`config.mk`:
```
export PLATFORM = sky130hd
export DESIGN_NAME = exu
export DESIGN_NICKNAME = d
export VERILOG_FILES = /design/src/logic/csr_pkg.sv /design/src/logic/exu_pkg.sv /design/src/logic/exu.sv /design/src/logic/csr_file.sv /design/src/logic/radix2_div.sv /design/src/logic/booth_mul.sv /design/src/logic/alu.sv
export SDC_FILE = /design/constraint.sdc
export NUM_CORES = 2
export LEC_CHECK = 0
export BUFFER_PORTS_ARGS = -buffer_cell sky130_fd_sc_hd__buf_4
export CAP_MARGIN = 10
export CELL_PAD_IN_SITES_DETAIL_PLACEMENT = 0
export CELL_PAD_IN_SITES_GLOBAL_PLACEMENT = 1
export CORE_ASPECT_RATIO = 0.5
export CORE_UTILIZATION = 48
export CTS_CLUSTER_DIAMETER = 120
export DETAILED_ROUTE_END_ITERATION = 12
export MAX_ROUTING_LAYER = met4
export PLACE_DENSITY_LB_ADDON = 0.1
export SKIP_CTS_REPAIR_TIMING = 1
export SLEW_MARGIN = 20
export SYNTH_ARGS = -nofsm -noshare
export SYNTH_HDL_FRONTEND = slang
export SYNTH_SLANG_ARGS = --single-unit
```
`constraint.sdc`:
```
create_clock -name clk -period 8.4 [get_ports clk]
set_input_delay 1.68 -clock clk [delete_from_list [all_inputs] [get_ports clk]]
set_output_delay 1.68 -clock clk [all_outputs]
set_load 0.02 [all_outputs]
```
`src/logic/csr_pkg.sv`:
```
package csr_pkg;

	typedef logic [11:0] csr_addr_t;

	// machine mode CSRs held in csr_file
	localparam csr_addr_t CSR_MTVEC    = 12'h305;
	localparam csr_addr_t CSR_MSCRATCH = 12'h340;
	localparam csr_addr_t CSR_MEPC     = 12'h341;
	localparam csr_addr_t CSR_MCAUSE   = 12'h342;

	// environment call from machine mode
	localparam logic [63:0] CAUSE_ECALL_M = 64'd11;

endpackage

```
`src/logic/exu_pkg.sv`:
```
package exu_pkg;

	localparam int XLEN = 64;

	// data word for operands, results and pc
	typedef logic [XLEN-1:0] xlen_t;

	// immediate field, also the CSR address on system ops
	typedef logic [11:0] imm_t;

	typedef enum logic [5:0] {
		OP_ADD, OP_SUB, OP_SLT, OP_SLTU, OP_XOR, OP_OR, OP_AND,
		OP_SLL, OP_SRL, OP_SRA,
		OP_ADDW, OP_SUBW, OP_SLLW, OP_SRLW, OP_SRAW,
		OP_MUL, OP_MULH, OP_MULHSU, OP_MULHU, OP_MULW,
		OP_DIV, OP_DIVU, OP_REM, OP_REMU,
		OP_DIVW, OP_DIVUW, OP_REMW, OP_REMUW,
		OP_CSRRW, OP_CSRRS, OP_CSRRC, OP_ECALL, OP_MRET
	} exu_op_t;

	// execute stage control
	typedef enum logic [1:0] {
		ST_IDLE,
		ST_MUL,
		ST_DIV,
		ST_DONE
	} exu_state_t;

	function automatic logic is_mul_op(exu_op_t op);
		return op inside {OP_MUL, OP_MULH, OP_MULHSU, OP_MULHU, OP_MULW};
	endfunction

	function automatic logic is_div_op(exu_op_t op);
		return op inside {OP_DIV, OP_DIVU, OP_REM, OP_REMU,
			OP_DIVW, OP_DIVUW, OP_REMW, OP_REMUW};
	endfunction

	// csr access plus trap entry and return
	function automatic logic is_sys_op(exu_op_t op);
		return op inside {OP_CSRRW, OP_CSRRS, OP_CSRRC, OP_ECALL, OP_MRET};
	endfunction

endpackage
```
`src/logic/exu.sv`:
```
`timescale 1ns/100ps

module exu (
	input  logic              clk,
	input  logic              arst_n,
	input  logic              in_valid,
	output logic              in_ready,
	input  exu_pkg::exu_op_t  op,
	input  exu_pkg::xlen_t    op1,
	input  exu_pkg::xlen_t    op2,
	input  exu_pkg::imm_t     imm,
	input  exu_pkg::xlen_t    pc,
	output logic              out_valid,
	input  logic              out_ready,
	output exu_pkg::xlen_t    result,
	output logic              jump_valid,
	output exu_pkg::xlen_t    jump_pc
);
	import exu_pkg::*;
	import csr_pkg::*;

	exu_state_t state;
	exu_op_t    op_q;
	xlen_t      op1_q;
	xlen_t      op2_q;
	logic       accept;
	logic       redirect;
	logic       mul_start;
	logic       div_start;
	logic       mul_busy;
	logic       mul_done;
	logic       div_busy;
	logic       div_done;
	logic       word_op;
	logic       ext_signed;
	logic       div_signed;
	logic       mul_a_signed;
	logic       mul_b_signed;
	xlen_t      unit_a;
	xlen_t      unit_b;
	xlen_t      prod_hi;
	xlen_t      prod_lo;
	xlen_t      quot;
	xlen_t      rem;
	xlen_t      mul_sel;
	xlen_t      div_sel;
	xlen_t      alu_y;
	xlen_t      csr_rdata;
	xlen_t      csr_redirect;
	xlen_t      sys_result;
	csr_addr_t  csr_addr;

	function automatic xlen_t ext_word(xlen_t v, logic s);
		return s ? {{32{v[31]}}, v[31:0]} : {32'd0, v[31:0]};
	endfunction

	assign in_ready  = (state == ST_IDLE) && !mul_busy && !div_busy;
	assign out_valid = (state == ST_DONE);
	assign accept    = in_valid && in_ready;
	assign redirect  = op inside {OP_ECALL, OP_MRET};

	// single cycle units work on the operands of the accept cycle
	alu u_alu (
		.op (op),
		.a  (op1),
		.b  (op2),
		.y  (alu_y)
	);

	assign csr_addr = csr_addr_t'(imm);

	csr_file u_csr (
		.clk         (clk),
		.arst_n      (arst_n),
		.wr_en       (accept),
		.op          (op),
		.addr        (csr_addr),
		.src         (op1),
		.pc          (pc),
		.rdata       (csr_rdata),
		.redirect_pc (csr_redirect)
	);

	assign sys_result = redirect ? '0 : csr_rdata;

	// operand preparation for the iterative units
	assign word_op      = op_q inside {OP_MULW, OP_DIVW, OP_DIVUW, OP_REMW, OP_REMUW};
	assign div_signed   = op_q inside {OP_DIV, OP_REM, OP_DIVW, OP_REMW};
	assign mul_a_signed = op_q inside {OP_MUL, OP_MULH, OP_MULHSU, OP_MULW};
	assign mul_b_signed = op_q inside {OP_MUL, OP_MULH, OP_MULW};
	assign ext_signed   = mul_a_signed | div_signed;
	assign unit_a       = word_op ? ext_word(op1_q, ext_signed) : op1_q;
	assign unit_b       = word_op ? ext_word(op2_q, ext_signed) : op2_q;

	booth_mul #(
		.WIDTH (XLEN)
	) u_mul (
		.clk      (clk),
		.arst_n   (arst_n),
		.start    (mul_start),
		.a_signed (mul_a_signed),
		.b_signed (mul_b_signed),
		.a        (unit_a),
		.b        (unit_b),
		.busy     (mul_busy),
		.done     (mul_done),
		.prod_hi  (prod_hi),
		.prod_lo  (prod_lo)
	);

	radix2_div #(
		.WIDTH (XLEN)
	) u_div (
		.clk       (clk),
		.arst_n    (arst_n),
		.start     (div_start),
		.is_signed (div_signed),
		.dividend  (unit_a),
		.divisor   (unit_b),
		.busy      (div_busy),
		.done      (div_done),
		.quot      (quot),
		.rem       (rem)
	);

	always_comb begin
		case (op_q)
			OP_MUL:  mul_sel = prod_lo;
			OP_MULW: mul_sel = ext_word(prod_lo, 1'b1);
			default: mul_sel = prod_hi;
		endcase
	end

	always_comb begin
		div_sel = (op_q inside {OP_REM, OP_REMU, OP_REMW, OP_REMUW}) ? rem : quot;
		if (word_op)
			div_sel = ext_word(div_sel, 1'b1);
	end

	always_ff @(posedge clk or negedge arst_n) begin
		if (!arst_n) begin
			state      <= ST_IDLE;
			mul_start  <= 1'b0;
			div_start  <= 1'b0;
			jump_valid <= 1'b0;
		end else begin
			// one cycle start pulse after capture
			mul_start <= accept && is_mul_op(op);
			div_start <= accept && is_div_op(op);
			case (state)
				ST_IDLE:
					if (accept) begin
						jump_valid <= redirect;
						if (is_mul_op(op))
							state <= ST_MUL;
						else if (is_div_op(op))
							state <= ST_DIV;
						else
							state <= ST_DONE;
					end
				ST_MUL:
					if (mul_done)
						state <= ST_DONE;
				ST_DIV:
					if (div_done)
						state <= ST_DONE;
				ST_DONE:
					if (out_ready) begin
						state      <= ST_IDLE;
						jump_valid <= 1'b0;
					end
			endcase
		end
	end

	// result register, held until the output handshake
	always_ff @(posedge clk) begin
		if (accept) begin
			op_q    <= op;
			op1_q   <= op1;
			op2_q   <= op2;
			result  <= is_sys_op(op) ? sys_result : alu_y;
			jump_pc <= csr_redirect;
		end else if (state == ST_MUL && mul_done) begin
			result <= mul_sel;
		end else if (state == ST_DIV && div_done) begin
			result <= div_sel;
		end
	end

endmodule

```
`src/logic/csr_file.sv`:
```
`timescale 1ns/100ps

module csr_file (
	input  logic               clk,
	input  logic               arst_n,
	input  logic               wr_en,
	input  exu_pkg::exu_op_t   op,
	input  csr_pkg::csr_addr_t addr,
	input  exu_pkg::xlen_t     src,
	input  exu_pkg::xlen_t     pc,
	output exu_pkg::xlen_t     rdata,
	output exu_pkg::xlen_t     redirect_pc
);
	import exu_pkg::*;
	import csr_pkg::*;

	xlen_t mscratch;
	xlen_t mtvec;
	xlen_t mepc;
	xlen_t mcause;
	xlen_t wdata;
	logic  addr_hit;
	logic  csr_wr;

	always_comb begin
		addr_hit = 1'b1;
		case (addr)
			CSR_MSCRATCH: rdata = mscratch;
			CSR_MTVEC:    rdata = mtvec;
			CSR_MEPC:     rdata = mepc;
			CSR_MCAUSE:   rdata = mcause;
			default: begin
				rdata    = '0;
				addr_hit = 1'b0;
			end
		endcase
	end

	// read-modify-write on the old value
	always_comb begin
		case (op)
			OP_CSRRW: wdata = src;
			OP_CSRRS: wdata = rdata | src;
			OP_CSRRC: wdata = rdata & ~src;
			default:  wdata = rdata;
		endcase
	end

	assign csr_wr = wr_en && addr_hit && (op inside {OP_CSRRW, OP_CSRRS, OP_CSRRC});

	always_ff @(posedge clk or negedge arst_n) begin
		if (!arst_n) begin
			mscratch <= '0;
			mtvec    <= '0;
			mepc     <= '0;
			mcause   <= '0;
		end else if (csr_wr) begin
			case (addr)
				CSR_MSCRATCH: mscratch <= wdata;
				CSR_MTVEC:    mtvec    <= wdata;
				CSR_MEPC:     mepc     <= wdata;
				CSR_MCAUSE:   mcause   <= wdata;
				default: ;
			endcase
		end else if (wr_en && op == OP_ECALL) begin
			// trap entry
			mepc   <= pc;
			mcause <= CAUSE_ECALL_M;
		end
	end

	// direct mode only, mtvec mode bits ignored
	always_comb begin
		case (op)
			OP_ECALL: redirect_pc = {mtvec[XLEN-1:2], 2'b00};
			OP_MRET:  redirect_pc = mepc;
			default:  redirect_pc = '0;
		endcase
	end

endmodule

```
`src/logic/radix2_div.sv`:
```
`timescale 1ns/100ps

module radix2_div #(
	parameter int WIDTH = 64
) (
	input  logic             clk,
	input  logic             arst_n,
	input  logic             start,
	input  logic             is_signed,
	input  logic [WIDTH-1:0] dividend,
	input  logic [WIDTH-1:0] divisor,
	output logic             busy,
	output logic             done,
	output logic [WIDTH-1:0] quot,
	output logic [WIDTH-1:0] rem
);
	localparam int CW = $clog2(WIDTH);

	logic [WIDTH-1:0] dvd_abs;
	logic [WIDTH-1:0] dvs_abs;
	logic [WIDTH-1:0] dvs_r;
	logic [WIDTH-1:0] rem_r;
	logic [WIDTH-1:0] quo_r;
	logic [WIDTH:0]   shifted;
	logic [WIDTH+1:0] trial;
	logic             q_neg;
	logic             r_neg;
	logic             div_zero;
	logic [CW-1:0]    count;
	logic             last_step;

	// magnitudes; the most negative value maps onto itself as unsigned
	assign dvd_abs = (is_signed && dividend[WIDTH-1]) ? -dividend : dividend;
	assign dvs_abs = (is_signed && divisor[WIDTH-1]) ? -divisor : divisor;

	// next dividend bit enters from the top of quo_r
	assign shifted = {rem_r, quo_r[WIDTH-1]};
	assign trial   = {1'b0, shifted} - {2'b00, dvs_r};

	assign last_step = (count == CW'(WIDTH - 1));

	always_ff @(posedge clk or negedge arst_n) begin
		if (!arst_n) begin
			busy  <= 1'b0;
			done  <= 1'b0;
			count <= '0;
		end else begin
			done <= busy && last_step;
			if (start) begin
				busy  <= 1'b1;
				count <= '0;
			end else if (busy) begin
				count <= count + 1'b1;
				if (last_step)
					busy <= 1'b0;
			end
		end
	end

	always_ff @(posedge clk) begin
		if (start) begin
			rem_r    <= '0;
			quo_r    <= dvd_abs;
			dvs_r    <= dvs_abs;
			q_neg    <= is_signed & (dividend[WIDTH-1] ^ divisor[WIDTH-1]);
			r_neg    <= is_signed & dividend[WIDTH-1];
			div_zero <= (divisor == '0);
		end else if (busy) begin
			// restore on borrow, otherwise keep the difference
			if (!trial[WIDTH+1]) begin
				rem_r <= trial[WIDTH-1:0];
				quo_r <= {quo_r[WIDTH-2:0], 1'b1};
			end else begin
				rem_r <= shifted[WIDTH-1:0];
				quo_r <= {quo_r[WIDTH-2:0], 1'b0};
			end
		end
	end

	// signed overflow already yields the dividend and a zero remainder here
	assign quot = div_zero ? '1 : (q_neg ? -quo_r : quo_r);
	// zero divisor leaves |dividend| in rem_r, sign restore gives the dividend
	assign rem  = r_neg ? -rem_r : rem_r;

endmodule

```
`src/logic/booth_mul.sv`:
```
`timescale 1ns/100ps

module booth_mul #(
	parameter int WIDTH = 64
) (
	input  logic             clk,
	input  logic             arst_n,
	input  logic             start,
	input  logic             a_signed,
	input  logic             b_signed,
	input  logic [WIDTH-1:0] a,
	input  logic [WIDTH-1:0] b,
	output logic             busy,
	output logic             done,
	output logic [WIDTH-1:0] prod_hi,
	output logic [WIDTH-1:0] prod_lo
);
	// two extra bits keep unsigned operands positive in two's complement
	localparam int EW    = WIDTH + 2;
	localparam int PW    = 2 * WIDTH;
	localparam int STEPS = EW / 2;
	localparam int CW    = $clog2(STEPS);

	logic [EW-1:0] a_ext;
	logic [EW-1:0] b_ext;
	logic [PW-1:0] mcand;
	logic [EW:0]   mplier;
	logic [PW-1:0] acc;
	logic [PW-1:0] pp;
	logic [CW-1:0] count;
	logic          last_step;

	assign a_ext = {{2{a_signed & a[WIDTH-1]}}, a};
	assign b_ext = {{2{b_signed & b[WIDTH-1]}}, b};

	assign last_step = (count == CW'(STEPS - 1));

	// booth digit from the low three multiplier bits
	always_comb begin
		case (mplier[2:0])
			3'b001, 3'b010:
				pp = mcand;
			3'b011:
				pp = mcand << 1;
			3'b100:
				pp = -(mcand << 1);
			3'b101, 3'b110:
				pp = -mcand;
			default:
				pp = '0;
		endcase
	end

	always_ff @(posedge clk or negedge arst_n) begin
		if (!arst_n) begin
			busy  <= 1'b0;
			done  <= 1'b0;
			count <= '0;
		end else begin
			done <= busy && last_step;
			if (start) begin
				busy  <= 1'b1;
				count <= '0;
			end else if (busy) begin
				count <= count + 1'b1;
				if (last_step)
					busy <= 1'b0;
			end
		end
	end

	// accumulation wraps at 2*WIDTH bits, which is all the product needs
	always_ff @(posedge clk) begin
		if (start) begin
			mcand  <= {{(WIDTH-2){a_ext[EW-1]}}, a_ext};
			mplier <= {b_ext, 1'b0};
			acc    <= '0;
		end else if (busy) begin
			acc    <= acc + pp;
			mcand  <= mcand << 2;
			mplier <= {2'b00, mplier[EW:2]};
		end
	end

	assign prod_lo = acc[WIDTH-1:0];
	assign prod_hi = acc[PW-1:WIDTH];

endmodule

```
`src/logic/alu.sv`:
```
`timescale 1ns/100ps

module alu (
	input  exu_pkg::exu_op_t op,
	input  exu_pkg::xlen_t   a,
	input  exu_pkg::xlen_t   b,
	output exu_pkg::xlen_t   y
);
	import exu_pkg::*;

	xlen_t sum;
	xlen_t diff;
	logic [31:0] sllw_w;
	logic [31:0] srlw_w;
	logic [31:0] sraw_w;

	assign sum  = a + b;
	assign diff = a - b;

	// word shifts use only the low five bits of b
	assign sllw_w = a[31:0] << b[4:0];
	assign srlw_w = a[31:0] >> b[4:0];
	assign sraw_w = $signed(a[31:0]) >>> b[4:0];

	function automatic xlen_t sext32(logic [31:0] w);
		return {{32{w[31]}}, w};
	endfunction

	always_comb begin
		case (op)
			OP_ADD:
				y = sum;
			OP_SUB:
				y = diff;
			OP_SLT:
				y = {63'd0, $signed(a) < $signed(b)};
			OP_SLTU:
				y = {63'd0, a < b};
			OP_XOR:
				y = a ^ b;
			OP_OR:
				y = a | b;
			OP_AND:
				y = a & b;
			OP_SLL:
				y = a << b[5:0];
			OP_SRL:
				y = a >> b[5:0];
			OP_SRA:
				y = $signed(a) >>> b[5:0];
			// word forms, 32 bit result sign extended
			OP_ADDW:
				y = sext32(sum[31:0]);
			OP_SUBW:
				y = sext32(diff[31:0]);
			OP_SLLW:
				y = sext32(sllw_w);
			OP_SRLW:
				y = sext32(srlw_w);
			OP_SRAW:
				y = sext32(sraw_w);
			default:
				y = '0;
		endcase
	end

endmodule

```
==> results <==
- Dividing the synthesized area by the synthesized cell count gives approximately 8.0 sq um.
- In this run the power density over the cells is about 340 mW/mm^2.
- The number of placement rows is 110.
- The clock transition at the registers of the reported paths is 0.07 ns.
- Setup repair after global routing left no endpoint under its margin.
- In this run, distinct cell masters in the synthesized netlist total 109.
- The final number of max-transition violations is 0.
- The number of setup violations in the final report is 0.
- In this run the power spent charging and discharging nets is roughly 16 mW.
- The initial antenna violation count is 31.
- The total overflow left after global routing is 0.
- The proportion of power drawn by combinational gates is 0.570.
- The vias per cell is 6.79.
- The final number of hold-violating endpoints was 0.
- The xor/xnor share of the synthesized area is 0.0600.
- The remaining antenna violation count after routing is 0.
- After routing, the total negative slack on setup checks comes to 0 ns.
- The fraction of power spent switching nets is 0.491.
- The buffer levels on the longest clock path is 3.
- The later-pin clock latency in the skew report is 0.79 ns.
- The share of the Yosys chip area taken by registers is 0.321.
- For the worst setup path, the data required time is 9.07 ns.
- The I/O pin count is between 300 and 400.
- The worst setup path is captured at a flip-flop.
- The top achievable clock speed is 128 MHz.
- The fraction of the mapped netlist area in compound gates is 0.286.
- The total DRC errors in the routed layout is 0.
- The synthesized design contains 1056 register bits.
- The cell area that synthesis handed to floorplanning was 0.0885 sq mm.
- The net count reported at finish is 11600.
- The core region is 0.182 sq mm.
- The worst-case vdd ir drop is between 0.0002 and 0.00025 V.
- The data arrival time of the critical path is 8.48 ns.
- For this configuration, the core starts out at a cell density of 0.487.
- The first global-routing pass estimated about 590 mm of wire.
- Routability-driven placement finished with a final weighted congestion of roughly 1.1.
- The number of enable flip-flop cells after synthesis is about 590.
- In this run the vertical extent of the chip is around 300 um.
- The fraction of registers with async set/reset is 0.262.
- The first detailed-routing pass took 10 iterations.
- The root buffer cell chosen for the clock tree is clkbuf_16.
- Headroom to the max-slew limit came out at 0.0589.
- For this run, the leading register cell type out of synthesis is edfxtp_1.
- The design draws 33.1 mW.
- The net count after synthesis is between 10000 and 15000.
- After the first detailed-routing iteration, the DRC count stood at 13500.
- The clock net in this run drives a total of 1056 sinks.
- Entering global routing, the biggest net connects 155 pins.
- The count of buffers added on input and output ports is 344.
- Compared with the post-synthesis result, the final layout area differs by 9.13%.
- The post-DP HPWL is 312 mm.
- The detailed-route wire length per cell is around 30 um.
- The run finished with clean final reports.
- The worst setup path is launched from a flip-flop.
- The worst path in the final design needs a cycle of 7.81 ns, including I/O delays and setup.
- Yosys printed 0 warnings.
- The sequential share of power is 0.274.
- The worst setup path category is reg -> reg.
- Dividing the final minimum period by the clock period gives 0.930.
- The number of global-route vias before repair is 83600.
- The overall track demand over capacity in global routing is 0.438.
- The die span in x is 609 um.
- Between clock sinks in the finished design, the worst skew comes to 0.0606 ns.
- Across the run, the number of max-cap violations was 0.
- The area fraction in and, or, nand and nor cells after synthesis is 0.172.
- The final route contains between 90000 and 100k vias.
- The post-synthesis share of cell area spent on full adders, half adders and majority gates is 0.0570.
- The multiplexer area fraction after synthesis is 0.0511.
- In the final layout, the share of cells above drive strength 1 is 0.0925.
- The die outline area is 0.186 sq mm.
- The TritonCTS buffer count is around 100.
- The deepest level of the CTS H-tree is 3.
- The internal power contribution is between 15 and 20 mW.
- The top fanout value on the critical path is 10.
- In the final layout, the registers with the most flip-flops are u_mul.acc: 128 flops, u_mul.mcand: 128 flops, u_mul.mplier: 66 flops.
- By area, the combinational part of the netlist is dominated by compound AO/OA/AOI/OAI gates.
- The type of the tightest min-delay check is reg -> reg.
- TritonCTS built the clock tree.
- Wires add up to 411 mm.
- The clock network power share is 0.156.
- At the pin with the least slew margin, the transition time is between 1 and 1.5 ns.
- Counting every instance in the synthesized netlist gives 11100.
- The leakage power is 38.0 nW.
per-stage QoR:
stage               setup WS, ns  instance area (sq um)  utilization  hold WS (ns)  std cells
floorplan                  0.328                  88500            -         0.445      11100
global placement           0.146                  92900        0.512         0.457      13200
detailed placement         0.690                  92900        0.512         0.469      13200
CTS                        0.647                  96500        0.532         0.474      13400
global route              0.0598                  96600        0.532         0.484      13500
finish                     0.587                  96600        0.532         0.479      13500
critical path, cell delays in order (launching register included):
cell	delay, ns
edfxtp_1	0.53
or4_4	0.55
nor4_1	0.46
nand4b_2	0.38
or3_1	0.74
nor2_1	0.29
nand2_1	0.15
or3_1	0.41
nor2_1	0.22
xnor2_1	0.14
o221ai_1	0.22
ha_1	0.46
nand2_1	0.16
or3_1	0.40
nor4_1	0.51
a221o_1	0.31
a221o_1	0.16
a21oi_1	0.09
o21ai_0	0.27
o21ai_0	0.30
nor3_1	0.34
mux2i_1	0.22
a21oi_1	0.07
mux2_4	0.32
power groups by stage:
stage / registers (mW) / clock network, mW / logic [mW]
2_1_floorplan: 8.37 / 0 / 13.5
4_1_cts: 8.99 / 5.19 / 18.5
3_5_place_dp: 9.07 / 0 / 18.4
3_3_place_gp: 9.05 / 0 / 18.3
5_1_grt: 9.21 / 5.36 / 20.5
6_report: 9.07 / 5.16 / 18.9
layout by cell type (no fill, tap or decap), types with 115 or more instances in the layout:
cell,count
o21ai_0,1211
nor3_1,177
edfxtp_1,586
o31ai_1,115
buf_4,525
ha_1,397
inv_1,395
dfxtp_1,192
a211oi_1,135
xor2_1,273
mux2i_1,256
a21o_1,169
nand3_1,124
a21oi_1,1099
dfrtp_1,273
a221oi_1,146
a22oi_1,189
nor2_1,1164
nand2_1,1263
xnor2_1,332
path summary, 6_finish.rpt:
check,to,slack [ns],startpoint,cells past startpoint
worst max-delay path,u_mul.acc[127]$_SDFFE_PP0P_,0.59,u_mul.mcand[27]$_DFFE_PP_,23
worst min-delay path,u_csr.mscratch[30]$_DFFE_PN0P_,0.48,u_csr.mscratch[30]$_DFFE_PN0P_,2
worst max register to register,u_mul.acc[127]$_SDFFE_PP0P_,0.59,u_mul.mcand[27]$_DFFE_PP_,23
worst min register to register,u_csr.mscratch[30]$_DFFE_PN0P_,0.48,u_csr.mscratch[30]$_DFFE_PN0P_,2
max in group asynchronous,u_csr.mcause[30]$_DFFE_PN0P_,6.20,arst_n,2
min in group asynchronous,u_csr.mtvec[2]$_DFFE_PN0P_,0.87,arst_n,1
area by class of cell:
type                       count  area, sq um
multi-input combinational   8835        55700
sequential                  1056        28400
inverter                     412         1570
tap                         2408         3010
clock inverter                62          719
fill                       17600        85000
timing repair buffer         538         4190
clock buffer                 136         2910
antenna                       21         52.6
metal layers:
layer,part of all wire,vias to the layer above,global-route usage
met5,0,-,-
met4,0.044,0,0.166
met3,0.12,894,0.111
met2,0.41,5451,0.616
met1,0.42,44400,0.601
li1,-,40700,-
Yosys cell counts (all sizes together) (68+ instances only):
library cell,number,area (sq um)
o31ai,116,876
edfxtp,586,17600
a211oi,135,1010
nor4,91,627
clkbuf,696,2610
o21ai,1222,6120
a21o,169,1270
ha,397,4970
a31oi,106,663
dfxtp,193,3860
nand3,125,626
nand2,1270,4780
inv,404,1520
nor3,186,978
a221o,73,731
a21oi,1104,5530
a221oi,148,1310
nor2,1187,4480
xnor2,333,2920
a22o,110,963
nand4,116,747
a22oi,189,1420
mux2i,256,2560
or3,112,726
nand2b,89,557
buf,119,504
mux2,88,995
xor2,273,2390
dfrtp,277,6930
o22ai,68,425
o21bai,84,642
logic make-up (layout without fill, tap and decap cells):
kind of cell             count (synthesis)  in the layout
AO/OA/AOI/OAI                         4018           4018
AND/OR/NAND/NOR                       3423           3423
buffers and inverters                 1227           1148
flip-flops                            1056           1056
XOR/XNOR                               606            606
adder cells (fa/ha/maj)                401            401
multiplexers                           387            387
other                                    0             21
Power figures use the tool's default switching activity.
